[src/verilog/chitchat_status_pkg.sv]
// Receiver state and fault cause encodings
// Shared by deframer, link monitor and testbench
`default_nettype none

package chitchat_status_pkg;

  // Deframer FSM
  typedef enum logic [1:0] {
    // Waiting for a comma
    RX_HUNT    = 2'd0,
    // Taking the 11 words after the comma
    RX_COLLECT = 2'd1,
    // CRC and header check, one cycle
    RX_CHECK   = 2'd2
  } rx_state_t;

  // Reason for the last rejected frame
  typedef enum logic [1:0] {
    FAULT_NONE        = 2'd0,
    // Received CRC word differs from the recomputed one
    FAULT_CRC_BAD     = 2'd1,
    // Category or version mismatch in the header
    FAULT_PROTO_BAD   = 2'd2,
    // Comma seen before the frame was complete
    FAULT_SHORT_FRAME = 2'd3
  } fault_t;

endpackage

`default_nettype wire

[src/verilog/chitchat_pkg.sv]
// Frame format of the inter-chassis link
// Word count, comma code, protocol identifiers, field positions
`default_nettype none

package chitchat_pkg;

  // Symbols per frame, comma word included
  localparam int FRAME_WORDS = 12;

  // ----------------------------------------------------------------------
  // Header contents
  // ----------------------------------------------------------------------
  // K28.5 comma, sent in the low byte with gtx_k[0] set
  localparam logic [7:0] CC_K28_5 = 8'hBC;

  // Upper byte of the comma word
  localparam logic [3:0] CC_PROTOCOL_CAT = 4'h1;
  localparam logic [3:0] CC_PROTOCOL_VER = 4'h1;

  // ----------------------------------------------------------------------
  // Word positions, index 0 goes on the line first
  // ----------------------------------------------------------------------
  localparam int W_HEADER    = 0;
  // Gateware type, location, 10 reserved bits
  localparam int W_TYPE_LOC  = 1;
  localparam int W_REV_HI    = 2;
  localparam int W_REV_LO    = 3;
  // 32-bit data travels big-endian
  localparam int W_DATA0_HI  = 4;
  localparam int W_DATA0_LO  = 5;
  localparam int W_DATA1_HI  = 6;
  localparam int W_DATA1_LO  = 7;
  localparam int W_FRAME_CNT = 8;
  // Far end counter echoed back
  localparam int W_LOOP_CNT  = 9;
  localparam int W_EXTRA     = 10;
  // CRC over words 1 to 10
  localparam int W_CRC       = 11;

endpackage

`default_nettype wire
[src/verilog/chitchat_link.sv]
// Top level of one link end
// Framer, deframer and link monitor
`timescale 1ns/1ns
`default_nettype none

module chitchat_link #(
  parameter logic [31:0] REV_ID           = 32'h0001_0203,
  parameter logic [2:0]  TX_GATEWARE_TYPE = 3'd2,
  parameter int          LINK_UP_CNT      = 4,
  parameter int          LINK_TIMEOUT     = 64
) (
  input  wire                          clk,
  input  wire                          rst_n,
  input  wire                          tx_transmit_en,
  input  wire  [2:0]                   tx_location,
  input  wire  [31:0]                  tx_data0,
  input  wire  [31:0]                  tx_data1,
  input  wire  [127:0]                 tx_extra_data,
  output wire                          tx_send,
  output wire  [15:0]                  gtx_tx_d,
  output wire  [1:0]                   gtx_tx_k,
  input  wire  [15:0]                  gtx_rx_d,
  input  wire  [1:0]                   gtx_rx_k,
  output wire                          rx_valid,
  output wire                          rx_fault_strobe,
  output chitchat_status_pkg::fault_t  rx_fault,
  output wire  [2:0]                   rx_location,
  output wire  [2:0]                   rx_gateware_type,
  output wire  [31:0]                  rx_rev_id,
  output wire  [31:0]                  rx_data0,
  output wire  [31:0]                  rx_data1,
  output wire  [15:0]                  rx_frame_counter,
  output wire  [15:0]                  rx_extra_word,
  output wire  [2:0]                   rx_extra_index,
  output wire                          link_up,
  output wire  [15:0]                  round_trip,
  output wire  [15:0]                  fault_count
);

  wire [15:0] local_frame_counter;
  wire [15:0] rx_loopback_frame_counter;

  // Far end frame counter goes back out in every frame
  chitchat_tx #(
    .REV_ID           (REV_ID),
    .TX_GATEWARE_TYPE (TX_GATEWARE_TYPE)
  ) tx0 (
    .clk                       (clk),
    .rst_n                     (rst_n),
    .tx_transmit_en            (tx_transmit_en),
    .tx_location               (tx_location),
    .tx_data0                  (tx_data0),
    .tx_data1                  (tx_data1),
    .tx_extra_data             (tx_extra_data),
    .tx_loopback_frame_counter (rx_frame_counter),
    .tx_send                   (tx_send),
    .local_frame_counter       (local_frame_counter),
    .gtx_d                     (gtx_tx_d),
    .gtx_k                     (gtx_tx_k)
  );

  chitchat_rx rx0 (
    .clk                       (clk),
    .rst_n                     (rst_n),
    .gtx_d                     (gtx_rx_d),
    .gtx_k                     (gtx_rx_k),
    .rx_valid                  (rx_valid),
    .rx_fault_strobe           (rx_fault_strobe),
    .rx_fault                  (rx_fault),
    .rx_location               (rx_location),
    .rx_gateware_type          (rx_gateware_type),
    .rx_rev_id                 (rx_rev_id),
    .rx_data0                  (rx_data0),
    .rx_data1                  (rx_data1),
    .rx_frame_counter          (rx_frame_counter),
    .rx_loopback_frame_counter (rx_loopback_frame_counter),
    .rx_extra_word             (rx_extra_word),
    .rx_extra_index            (rx_extra_index)
  );

  // Round trip from the local count and its echo
  chitchat_link_monitor #(
    .LINK_UP_CNT  (LINK_UP_CNT),
    .LINK_TIMEOUT (LINK_TIMEOUT)
  ) mon0 (
    .clk                       (clk),
    .rst_n                     (rst_n),
    .rx_valid                  (rx_valid),
    .rx_fault_strobe           (rx_fault_strobe),
    .local_frame_counter       (local_frame_counter),
    .rx_loopback_frame_counter (rx_loopback_frame_counter),
    .link_up                   (link_up),
    .round_trip                (round_trip),
    .fault_count               (fault_count)
  );

endmodule

`default_nettype wire

[src/verilog/chitchat_link_monitor.sv]
// Link monitor
// Link-up count, silence timeout, round trip in frames, fault count
`timescale 1ns/1ns
`default_nettype none

module chitchat_link_monitor #(
  parameter int LINK_UP_CNT  = 4,
  parameter int LINK_TIMEOUT = 64
) (
  input  wire         clk,
  input  wire         rst_n,
  input  wire         rx_valid,
  input  wire         rx_fault_strobe,
  input  wire  [15:0] local_frame_counter,
  input  wire  [15:0] rx_loopback_frame_counter,
  output logic        link_up,
  output logic [15:0] round_trip,
  output logic [15:0] fault_count
);

  localparam int GW = $clog2(LINK_UP_CNT + 1);
  localparam int IW = $clog2(LINK_TIMEOUT + 1);

  logic [GW-1:0] good_cnt;
  logic [IW-1:0] idle_cnt;
  logic          timeout;

  // LINK_TIMEOUT cycles without a good frame
  assign timeout = !rx_valid && (idle_cnt == IW'(LINK_TIMEOUT - 1));

  always_ff @(posedge clk) begin
    if (!rst_n) begin
      good_cnt    <= '0;
      idle_cnt    <= '0;
      link_up     <= 1'b0;
      round_trip  <= 16'd0;
      fault_count <= 16'd0;
    end else begin
      // Idle counter saturates at the limit
      if (rx_valid) begin
        idle_cnt <= '0;
      end else if (idle_cnt != IW'(LINK_TIMEOUT)) begin
        idle_cnt <= idle_cnt + 1'b1;
      end
      if (rx_fault_strobe || timeout) begin
        // Any fault or silence restarts the good-frame count
        good_cnt <= '0;
        link_up  <= 1'b0;
      end else if (rx_valid) begin
        if (good_cnt != GW'(LINK_UP_CNT)) begin
          good_cnt <= good_cnt + 1'b1;
        end
        if (good_cnt == GW'(LINK_UP_CNT - 1)) begin
          link_up <= 1'b1;
        end
      end
      // Local count minus the echo of it, wraps modulo 2^16
      if (rx_valid) begin
        round_trip <= local_frame_counter - rx_loopback_frame_counter;
      end
      if (rx_fault_strobe && fault_count != 16'hFFFF) begin
        fault_count <= fault_count + 16'd1;
      end
    end
  end

endmodule

`default_nettype wire

[src/verilog/chitchat_rx.sv]
// Deframer of the link
// Comma alignment, word capture, CRC and header check, decoded-field strobe
`timescale 1ns/1ns
`default_nettype none

module chitchat_rx (
  input  wire                          clk,
  input  wire                          rst_n,
  input  wire  [15:0]                  gtx_d,
  input  wire  [1:0]                   gtx_k,
  output logic                         rx_valid,
  output logic                         rx_fault_strobe,
  output chitchat_status_pkg::fault_t  rx_fault,
  output logic [2:0]                   rx_location,
  output logic [2:0]                   rx_gateware_type,
  output logic [31:0]                  rx_rev_id,
  output logic [31:0]                  rx_data0,
  output logic [31:0]                  rx_data1,
  output logic [15:0]                  rx_frame_counter,
  output logic [15:0]                  rx_loopback_frame_counter,
  output logic [15:0]                  rx_extra_word,
  output logic [2:0]                   rx_extra_index
);

  import chitchat_pkg::*;
  import chitchat_status_pkg::*;

  rx_state_t   state;
  // Words taken since the comma, minus one
  logic [3:0]  word_cnt;
  logic [15:0] cap [FRAME_WORDS];
  logic [15:0] crc_rx;
  logic [15:0] crc_hold;
  logic        comma;
  logic        crc_zero;
  logic        last_word;
  logic        crc_ok;
  logic        proto_ok;

  assign comma     = gtx_k[0] && (gtx_d[7:0] == CC_K28_5);
  // First data word restarts the checksum
  assign crc_zero  = (state == RX_COLLECT) && (word_cnt == 4'd0);
  // CRC word on the line
  assign last_word = (state == RX_COLLECT) && (word_cnt == 4'(W_CRC - 1));

  crc16 crc_chk (
    .clk   (clk),
    .rst_n (rst_n),
    .zero  (crc_zero),
    .din   (gtx_d),
    .crc   (crc_rx)
  );

  // ----------------------------------------------------------------------
  // Capture, the comma word settles at index 0 in CHECK
  // ----------------------------------------------------------------------
  always_ff @(posedge clk) begin
    for (int i = 0; i < FRAME_WORDS - 1; i++) begin
      cap[i] <= cap[i + 1];
    end
    cap[FRAME_WORDS - 1] <= gtx_d;
    // Sum of words 1 to 10, before the CRC word itself goes in
    if (last_word) begin
      crc_hold <= crc_rx;
    end
  end

  assign crc_ok   = (cap[W_CRC] == crc_hold);
  assign proto_ok = (cap[W_HEADER][15:8] == {CC_PROTOCOL_CAT, CC_PROTOCOL_VER});

  // ----------------------------------------------------------------------
  // FSM and strobes
  // ----------------------------------------------------------------------
  always_ff @(posedge clk) begin
    if (!rst_n) begin
      state                     <= RX_HUNT;
      word_cnt                  <= 4'd0;
      rx_valid                  <= 1'b0;
      rx_fault_strobe           <= 1'b0;
      rx_fault                  <= FAULT_NONE;
      rx_frame_counter          <= 16'd0;
      rx_loopback_frame_counter <= 16'd0;
    end else begin
      rx_valid        <= 1'b0;
      rx_fault_strobe <= 1'b0;
      case (state)
        RX_HUNT: begin
          if (comma) begin
            state    <= RX_COLLECT;
            word_cnt <= 4'd0;
          end
        end
        RX_COLLECT: begin
          if (comma) begin
            // Comma too early, the new one starts a fresh frame
            rx_fault_strobe <= 1'b1;
            rx_fault        <= FAULT_SHORT_FRAME;
            word_cnt        <= 4'd0;
          end else if (last_word) begin
            state <= RX_CHECK;
          end else begin
            word_cnt <= word_cnt + 4'd1;
          end
        end
        RX_CHECK: begin
          // Back-to-back frames put the next comma in this cycle
          state    <= comma ? RX_COLLECT : RX_HUNT;
          word_cnt <= 4'd0;
          if (!crc_ok) begin
            rx_fault_strobe <= 1'b1;
            rx_fault        <= FAULT_CRC_BAD;
          end else if (!proto_ok) begin
            rx_fault_strobe <= 1'b1;
            rx_fault        <= FAULT_PROTO_BAD;
          end else begin
            rx_valid                  <= 1'b1;
            rx_fault                  <= FAULT_NONE;
            rx_frame_counter          <= cap[W_FRAME_CNT];
            rx_loopback_frame_counter <= cap[W_LOOP_CNT];
          end
        end
        default: state <= RX_HUNT;
      endcase
    end
  end

  // Decoded payload, held until the next good frame
  always_ff @(posedge clk) begin
    if (state == RX_CHECK && crc_ok && proto_ok) begin
      rx_gateware_type <= cap[W_TYPE_LOC][15:13];
      rx_location      <= cap[W_TYPE_LOC][12:10];
      rx_rev_id        <= {cap[W_REV_HI], cap[W_REV_LO]};
      rx_data0         <= {cap[W_DATA0_HI], cap[W_DATA0_LO]};
      rx_data1         <= {cap[W_DATA1_HI], cap[W_DATA1_LO]};
      rx_extra_word    <= cap[W_EXTRA];
      // Slice number follows the sender's frame counter
      rx_extra_index   <= cap[W_FRAME_CNT][2:0];
    end
  end

endmodule

`default_nettype wire

[src/verilog/chitchat_tx.sv]
// Periodic framer of the link
// Frame timing, 12-word shift register, extra-data slicing, CRC insertion
`timescale 1ns/1ns
`default_nettype none

module chitchat_tx #(
  parameter logic [31:0] REV_ID           = 32'h0000_0000,
  parameter logic [2:0]  TX_GATEWARE_TYPE = 3'd0
) (
  input  wire          clk,
  input  wire          rst_n,
  input  wire          tx_transmit_en,
  input  wire  [2:0]   tx_location,
  input  wire  [31:0]  tx_data0,
  input  wire  [31:0]  tx_data1,
  input  wire  [127:0] tx_extra_data,
  input  wire  [15:0]  tx_loopback_frame_counter,
  output logic         tx_send,
  output logic [15:0]  local_frame_counter,
  output logic [15:0]  gtx_d,
  output logic [1:0]   gtx_k
);

  import chitchat_pkg::*;

  // ----------------------------------------------------------------------
  // Frame timing
  // ----------------------------------------------------------------------
  logic [3:0] word_count;
  logic       increment;
  logic       start;
  logic       sync;
  logic       sync_r;
  logic       last;
  logic       last_r;
  logic       crc_time;

  // Once started the count runs to the end, so a frame always completes
  assign increment = tx_transmit_en | (word_count != 4'd0);

  always_ff @(posedge clk) begin
    if (!rst_n) begin
      word_count <= 4'd0;
      start      <= 1'b0;
      sync       <= 1'b0;
      sync_r     <= 1'b0;
      last       <= 1'b0;
      last_r     <= 1'b0;
      crc_time   <= 1'b0;
    end else begin
      word_count <= (word_count == 4'(FRAME_WORDS - 1)) ? 4'd0 : word_count + 4'(increment);
      // Load pulse, one per 12 cycles
      start      <= (word_count == 4'd1);
      // Comma word at the head of the shift register
      sync       <= start;
      // First CRC word at the head
      sync_r     <= sync;
      last       <= (word_count == 4'(FRAME_WORDS - 1));
      last_r     <= last;
      // Pad word at the head, swap in the CRC
      crc_time   <= last_r;
    end
  end

  // ----------------------------------------------------------------------
  // Frame counter and extra-data slice
  // ----------------------------------------------------------------------
  logic [15:0]  frame_counter;
  logic [127:0] extra_hold;
  logic [15:0]  extra_word;

  always_ff @(posedge clk) begin
    if (!rst_n) begin
      frame_counter <= 16'd0;
    end else begin
      frame_counter <= frame_counter + 16'(start);
    end
  end

  // Block is frozen at slice 0 so all eight slices come from one snapshot
  always_ff @(posedge clk) begin
    if (frame_counter[2:0] == 3'd0) begin
      extra_hold <= tx_extra_data;
      extra_word <= tx_extra_data[15:0];
    end else begin
      extra_word <= extra_hold[{frame_counter[2:0], 4'b0000} +: 16];
    end
  end

  // ----------------------------------------------------------------------
  // Frame shift register, parallel load on start
  // ----------------------------------------------------------------------
  logic [15:0] frame [FRAME_WORDS];

  always_ff @(posedge clk) begin
    if (start) begin
      frame[W_HEADER]    <= {CC_PROTOCOL_CAT, CC_PROTOCOL_VER, CC_K28_5};
      frame[W_TYPE_LOC]  <= {TX_GATEWARE_TYPE, tx_location, 10'd0};
      frame[W_REV_HI]    <= REV_ID[31:16];
      frame[W_REV_LO]    <= REV_ID[15:0];
      frame[W_DATA0_HI]  <= tx_data0[31:16];
      frame[W_DATA0_LO]  <= tx_data0[15:0];
      frame[W_DATA1_HI]  <= tx_data1[31:16];
      frame[W_DATA1_LO]  <= tx_data1[15:0];
      frame[W_FRAME_CNT] <= frame_counter;
      frame[W_LOOP_CNT]  <= tx_loopback_frame_counter;
      frame[W_EXTRA]     <= extra_word;
      // Pad, replaced by the CRC on the way out
      frame[W_CRC]       <= 16'h0000;
    end else begin
      for (int i = 0; i < FRAME_WORDS - 1; i++) begin
        frame[i] <= frame[i + 1];
      end
      frame[FRAME_WORDS - 1] <= 16'h0000;
    end
  end

  // ----------------------------------------------------------------------
  // CRC and output registers
  // ----------------------------------------------------------------------
  logic [15:0] crc_tx;
  logic [15:0] pre_d;
  logic        pre_k;

  crc16 crc_gen (
    .clk   (clk),
    .rst_n (rst_n),
    .zero  (sync_r),
    .din   (frame[0]),
    .crc   (crc_tx)
  );

  always_ff @(posedge clk) begin
    pre_d <= crc_time ? crc_tx : frame[0];
    gtx_d <= pre_d;
  end

  // Comma flag in the low byte only
  always_ff @(posedge clk) begin
    if (!rst_n) begin
      pre_k <= 1'b0;
      gtx_k <= 2'b00;
    end else begin
      pre_k <= sync;
      gtx_k <= {1'b0, pre_k};
    end
  end

  assign tx_send             = start;
  assign local_frame_counter = frame_counter;

endmodule

`default_nettype wire

[src/verilog/crc16.sv]
// CRC-16/CCITT over one 16-bit word per cycle
// zero restarts the sum from the seed with the current word
`timescale 1ns/1ns
`default_nettype none

module crc16 (
  input  wire         clk,
  input  wire         rst_n,
  input  wire         zero,
  input  wire  [15:0] din,
  output logic [15:0] crc
);

  localparam logic [15:0] CRC_POLY = 16'h1021;
  localparam logic [15:0] CRC_SEED = 16'hFFFF;

  // Sixteen serial steps, MSB of the word first
  function automatic logic [15:0] crc_step(input logic [15:0] c, input logic [15:0] d);
    logic [15:0] r;
    r = c;
    for (int i = 15; i >= 0; i--) begin
      if (r[15] ^ d[i]) begin
        r = {r[14:0], 1'b0} ^ CRC_POLY;
      end else begin
        r = {r[14:0], 1'b0};
      end
    end
    return r;
  endfunction

  always_ff @(posedge clk) begin
    if (!rst_n) begin
      crc <= CRC_SEED;
    end else begin
      // Seed replaces the running sum on the first word of a frame
      crc <= crc_step(zero ? CRC_SEED : crc, din);
    end
  end

endmodule

`default_nettype wire

[config.mk]
export PLATFORM = sky130hd
export DESIGN_NAME = chitchat_link
export DESIGN_NICKNAME = d
export VERILOG_FILES = /design/src/verilog/chitchat_status_pkg.sv /design/src/verilog/chitchat_pkg.sv /design/src/verilog/chitchat_link.sv /design/src/verilog/chitchat_link_monitor.sv /design/src/verilog/chitchat_rx.sv /design/src/verilog/chitchat_tx.sv /design/src/verilog/crc16.sv
export SDC_FILE = /design/constraint.sdc
export NUM_CORES = 1
export LEC_CHECK = 0
export ABC_AREA = 1
export BUFFER_PORTS_ARGS = -buffer_cell sky130_fd_sc_hd__buf_2
export CORE_MARGIN = 1
export CORE_UTILIZATION = 45
export DETAILED_ROUTE_END_ITERATION = 8
export HOLD_SLACK_MARGIN = 0.08
export PLACE_DENSITY = 0.66
export SYNTH_ARGS = -nofsm -noshare
export SYNTH_HDL_FRONTEND = slang
export SYNTH_SLANG_ARGS = --single-unit
[constraint.sdc]
create_clock -name clk -period 20.9 [get_ports clk]
set_input_delay 2.09 -clock clk [delete_from_list [all_inputs] [get_ports clk]]
set_output_delay 2.09 -clock clk [all_outputs]
set_load 0.005 [all_outputs]
After elaboration in Yosys (flattened, before gate mapping)
Memories as Yosys holds them, arrays and structs flattened. Index checks and enable logic that the tools add are counted. W data, S select, Z words.

Register bits: 458. Memories: 2. RAM bits: 384.

Reductions and logical operators: 25. Shifts and indexed selects: 1. Multiplexer cells: 99. Equality and inequality tests: 18. Bitwise operators: 78. $add $sub $neg: 7.

Memory list: rx0.cap (depth 12, width 16, read ports 12, clocked after memory_dff 0, wr ports 12, RTL line chitchat_rx.sv:31) `logic [15:0] cap [FRAME_WORDS];`; tx0.frame (depth 12, width 16, read ports 12, clocked after memory_dff 0, wr ports 12, RTL line chitchat_tx.sv:93) `logic [15:0] frame [FRAME_WORDS];`.

Operator list (number): $mux W16 (46); $mux W13 (32); $shiftx A128 B8 Y16 (1); $not A3 Y3 (32); $xor A1 B1 Y1 (32); $add A16 B1 Y16 (1); $add A16 B1 Y16 const B (1); $eq A16 B16 Y1 (1); $ne A16 B16 Y1 const B (1); $sub A16 B16 Y16 (1); $or A1 B1 Y1 (13); $mux W2 (6); $mux W4 (3); $pmux W4 S3 (1); $reduce_and A3 Y1 (4); $eq A4 B4 Y1 const B (2); $eq A8 B5 Y1 const B (1); $eq A8 B8 Y1 const B (1); $mux W1 (8); $add A7 B1 Y7 const B (1); $eq A7 B6 Y1 const B (1); $logic_and A1 B1 Y1 (7); $ne A7 B7 Y1 const B (1); $ne A2 B1 Y1 const B (3); 24 further kinds (28).

Depth between registers and ports, before layout
Depth in word-level cells: 50. Mapped depth: 19. Gate-level depth less buffers: 18.

By module
A second synthesis with hierarchy kept.

Cells, all modules: 2801. Area total of the unflattened synthesis: 27627.7 µm².

Modules (own cells, without submodules): chitchat_tx (cells each 1241, instances 1, seq. area each 8388.0 µm², area an instance 12248.0 µm²); chitchat_rx (cells each 687, instances 1, seq. area each 8478.1 µm², area an instance 9893.2 µm²); chitchat_link_monitor (cells each 481, instances 1, seq. area each 860.8 µm², area an instance 2971.6 µm²); crc16 (cells each 196, instances 2, seq. area each 320.3 µm², area an instance 1257.5 µm²).

Worst setup path before layout
OpenSTA, ideal clock, no wires.

Kind: flip-flop to flip-flop. From: register rx0.crc_hold[9]. To: register rx0.rx_data0[0] (read register of rx0.cap) (enable). Clock period less this slack: 9.732 ns. Required time: 20.151 ns. Path buffers: 0. Stages on the path, launching flop included: 6. Slack: 11.168 ns. Arrival: 8.983 ns. Cell sequence: edfxtp_1 -> xnor2_1 -> o2111ai_1 -> nor2_1 -> nand2_1 -> nor3_1.

Word-level cells in the longest chain between the ends: 3.

RTL lines: start, declared (RTL line chitchat_rx.sv:33) `logic [15:0] crc_hold;`; start signal, assigned (RTL line chitchat_rx.sv:64) `crc_hold <= crc_rx;`; $eq A16 B16 Y1 (RTL line chitchat_rx.sv:68) `assign crc_ok = (cap[W_CRC] == crc_hold);`; $logic_and A1 B1 Y1 (2 in series) (RTL line chitchat_rx.sv:129) `if (state == RX_CHECK && crc_ok && proto_ok) begin`; end, declared (RTL line chitchat_rx.sv:17) `output logic [31:0] rx_data0,`.

No other way between the ends. A chain may end at the register's enable or synchronous reset.

Worst setup path in the final report
From: register rx0.rx_valid. To: output rx_valid.

RTL lines: start, declared (RTL line chitchat_rx.sv:11) `output logic rx_valid,`; start signal, assigned (RTL line chitchat_rx.sv:78) `rx_valid <= 1'b0;`; start signal, assigned (RTL line chitchat_rx.sv:84) `rx_valid <= 1'b0;`; start signal, assigned (RTL line chitchat_rx.sv:116) `rx_valid <= 1'b1;`; end, declared (RTL line chitchat_link.sv:24) `output wire rx_valid,`.

No word-level cell between the ends.

==> metrics.md <==
| Metric | Value |
|---|---|
| Total track usage | 0.208 |
| Period minus WS final | approximately 3.8 ns |
| Final ANT Viol Nets | 0 |
| Post-Route Utilization | 0.557 |
| Vias in the first global route | between 15k and 20k |
| Hold Crit Depth | 0 |
| Net load switching power | 1.26 mW |
| Critical path arrival | 1.72 ns |
| Seq pwr share | 0.451 |
| Clock network power share | 0.355 |
| EDFF count, synth | 249 |
| Async SR Flop Fraction | 0 |
| Crit path cell chain | buf_2 |
| RR Endpoint | rx0.rx_extra_index[1] |
| CTS Sinks | 793 |
| Family with the most delay on the worst path | flip-flops |
| Yosys top cell area share | 0.408 |
| DRC errors left | 0 |
| Dominant synthesized flop cell | dfxtp_1 |
| Pleak | approximately 14 nW |
| Initial Util | 0.459 |
| Total of max-cap violations | 0 |
| Critical path fanouts, max | 19 |
| Synth unique cells | 48 |
| Layout area overhead | 21.4% |
| Endpoints failing setup | 0 |
| Resize count post-CTS | 0 |
| Cell Int Power | 3.12 mW |
| Core Rows | between 80 and 90 |
| Clock transition at the registers of the reported paths | approximately 0.06 ns |
| Sw Ratio | 0.289 |
| DR pass1 iterations | 5 |
| Io pins | 409 |
| Routing usage on met1 | 0.260 |
| Initial DRC count | between 900 and 1k |
| WS Path Type | reg2out |
| Routed vias | between 15k and 20k |
| Core ar. | 58100 µm² |
| Max VDD drop | 0.0870 mV |
| Grt met3 use | 0.0560 |
| Hold EP | tx0.gtx_d[15] |
| GR Util met2 | 0.350 |
| CP max stage delay | 0.85 ns |
| Largest cells by area after synthesis | dfxtp_1 41%, edfxtp_1 28%, nand2_1 8.8% |
| Area leader, netlist | dfxtp_1 |
| Post-CTS setup buffers | 0 |
| DP Worst Slack | 16.52 ns |
| Synth Area per Inst | 10.6 µm² |
| Remaining Overflow, GRT | 0 |
| Synthesis Warnings | 0 |
| Die area | 60300 µm² |
| Busiest grt layer | met2 |
| IO buf count | a little over 400 |
| Min-delay src | tx0.pre_d[15] |
| Largest net degree at the start of global routing | 93 |
| Die Wd | 246 µm |
| Final Total Pwr | 4.38 mW |
| CTS tree | yes |
| Fmax achieved | ~260 MHz |
| Tightest Pin Transition | 1.11 ns |
| # diodes | 0 |
| Detailed placement HPWL | 44900 µm |
| Post-route setup slack | 17.09 ns |
| CTS root buf | clkbuf_16 |
| Reg2reg setup slack | 17.50 ns |
| Post-synthesis sequential element count | 793 |
| Tcrit/Tclk final | 0.182 |
| Worst EP required | 18.81 ns |
| Via/cell ratio | 4.79 |
| First-pass GRT wire length | 97000 µm |
| Post-Synthesis Cells | between 2k and 3k |
| Count leader, synth | nand2_1 |
| PD cells | 135 nW/µm² |
| Hold-fix buffers at CTS | 0 |
| Worst hold-check path type | reg2reg |
| Sum Neg Setup Slack | 0 ns |
| H-tree depth | 3 |
| DR WL/cell | 16.8 µm |
| Initial antenna violation count | 5 |
| Layout cells sized above 1 | 0.218 |
| Routability congestion estimate | 0.838 |
| Max_slew headroom | 0.259 |
| Clock Tree Buf Depth | 3 |
| Netlist Area Pre-Place | 26700 µm² |
| Worst skew pair latency | 0.63 ns |
| Crit path capture type | output port |
| Top cells by count, synth | 626 x nand2_1, 544 x dfxtp_1, 249 x edfxtp_1 |
| CP Launch Type | register |
| Drt total wl | 63300 µm |
| Syn Nets | ~2.8k |
| Gate power share | 0.194 |
| CP Buf/Inv Count | 1 |
| Status | finished clean |
| RSZ-0062 raised after global routing | no |
| Layout Nets | 3190 |
| Pins Over Slew Limit | 0 |
| Fin. Hold Viols | 0 |
| Slowest stage cell on the critical path | dfxtp_1 |
| Worst R2R Start | rx0.cap[0][9] |
| Clock Skew | about 0.013 ns |
| Die Y | 246 µm |
| CP Launch Point | rx0.rx_valid |
| CTS Buf Count | 83 |
| Sequential share of the synthesized area | 0.688 |
| Reg2Reg Depth | 5 |
## metrics by stage
| stage | area [µm²] | hold slack (ns) | std cells |
|---|---|---|---|
| floorplan | 26700 | 0.310 | 2519 |
| global placement | 29400 | 0.316 | 3619 |
| detailed placement | 29400 | 0.313 | 3619 |
| CTS | 32400 | 0.328 | 3775 |
| global route | 32400 | 0.330 | 3775 |
| finish | 32400 | 0.326 | 3775 |
## layout make-up
class                      instances  area [µm²]
fill                            4985       25700
clock inverter                    43         629
inverter                         247         930
sequential                       793       18400
clock buffer                     113        2330
tap                              765         957
timing repair buffer             423        2160
multi-input combinational       1391        7030
## layer usage
| metal | wire length, µm | share of wire |
|---|---|---|
| met1 | 27300 | 0.43 |
| met2 | 30400 | 0.48 |
| met3 | 4190 | 0.066 |
| met4 | 1370 | 0.022 |
| met5 | 49 | 0.00077 |
## registers in the layout, indices dropped and copies added (netlist names), 32 cells and up
name and count:
rx0.rx_data0 32, tx0.frame 176, tx0.extra_hold 112, rx0.rx_rev_id 32, rx0.rx_data1 32, rx0.cap 176
## worst max path at each step
stage	depth (start not counted)	to
global placement	6	mon0.idle_cnt[1]
finish	1	rx_valid
global route	6	mon0.idle_cnt[2]
floorplan	5	rx0.rx_data0[0]
detailed placement	6	mon0.idle_cnt[1]
CTS	1	rx_valid
## power groups by stage
| stage | clock network, mW | registers, mW | logic (mW) |
|---|---|---|---|
| floorplan | 0 | 1.98 | 0.649 |
| global placement | 0 | 2.00 | 0.841 |
| detailed placement | 0 | 2.01 | 0.850 |
| CTS | 1.59 | 1.98 | 0.860 |
| global route | 1.66 | 2.00 | 0.972 |
| finish | 1.56 | 1.97 | 0.850 |
## logic make-up after synthesis
logic type,after synthesis,synth area share
compound gates,232,0.0467
other cells,1,0.000141
xor+xnor,71,0.0267
simple gates,1042,0.168
buf+inv,335,0.0489
flops,793,0.688
mux,10,0.00422
fa+ha+maj,35,0.0167
## cells in the final DEF (no fill, tap or decap), types with 3 or more instances in the layout
cell type / Yosys / routed
nor4_1: 6 / 6
mux2_2: 10 / 10
a32o_1: 8 / 8
nand2_4: 4 / 4
a22oi_1: 8 / 8
nor3b_1: 4 / 4
clkinvlp_4: 0 / 8
nand2_2: 32 / 32
clkinv_4: 0 / 3
clkinv_8: 0 / 3
dfxtp_1: 544 / 542
or2_2: 17 / 17
o21ai_0: 68 / 68
clkbuf_16: 0 / 85
xor2_2: 6 / 6
inv_1: 237 / 236
nand3_2: 6 / 6
xnor2_1: 33 / 33
ha_1: 34 / 34
a21oi_1: 138 / 138
buf_4: 2 / 17
clkinv_1: 5 / 8
nor2_1: 122 / 121
bufinv_16: 0 / 12
xor2_1: 29 / 29
nand3_1: 157 / 157
nand4_1: 11 / 11
clkinv_2: 0 / 8
nand2_1: 626 / 626
nand3b_1: 9 / 9
clkbuf_8: 0 / 10
nor3_1: 37 / 35
clkbuf_1: 66 / 18
buf_2: 8 / 406
inv_2: 5 / 6
nor2_2: 5 / 6
edfxtp_1: 249 / 249
Power figures use the tool's default switching activity.
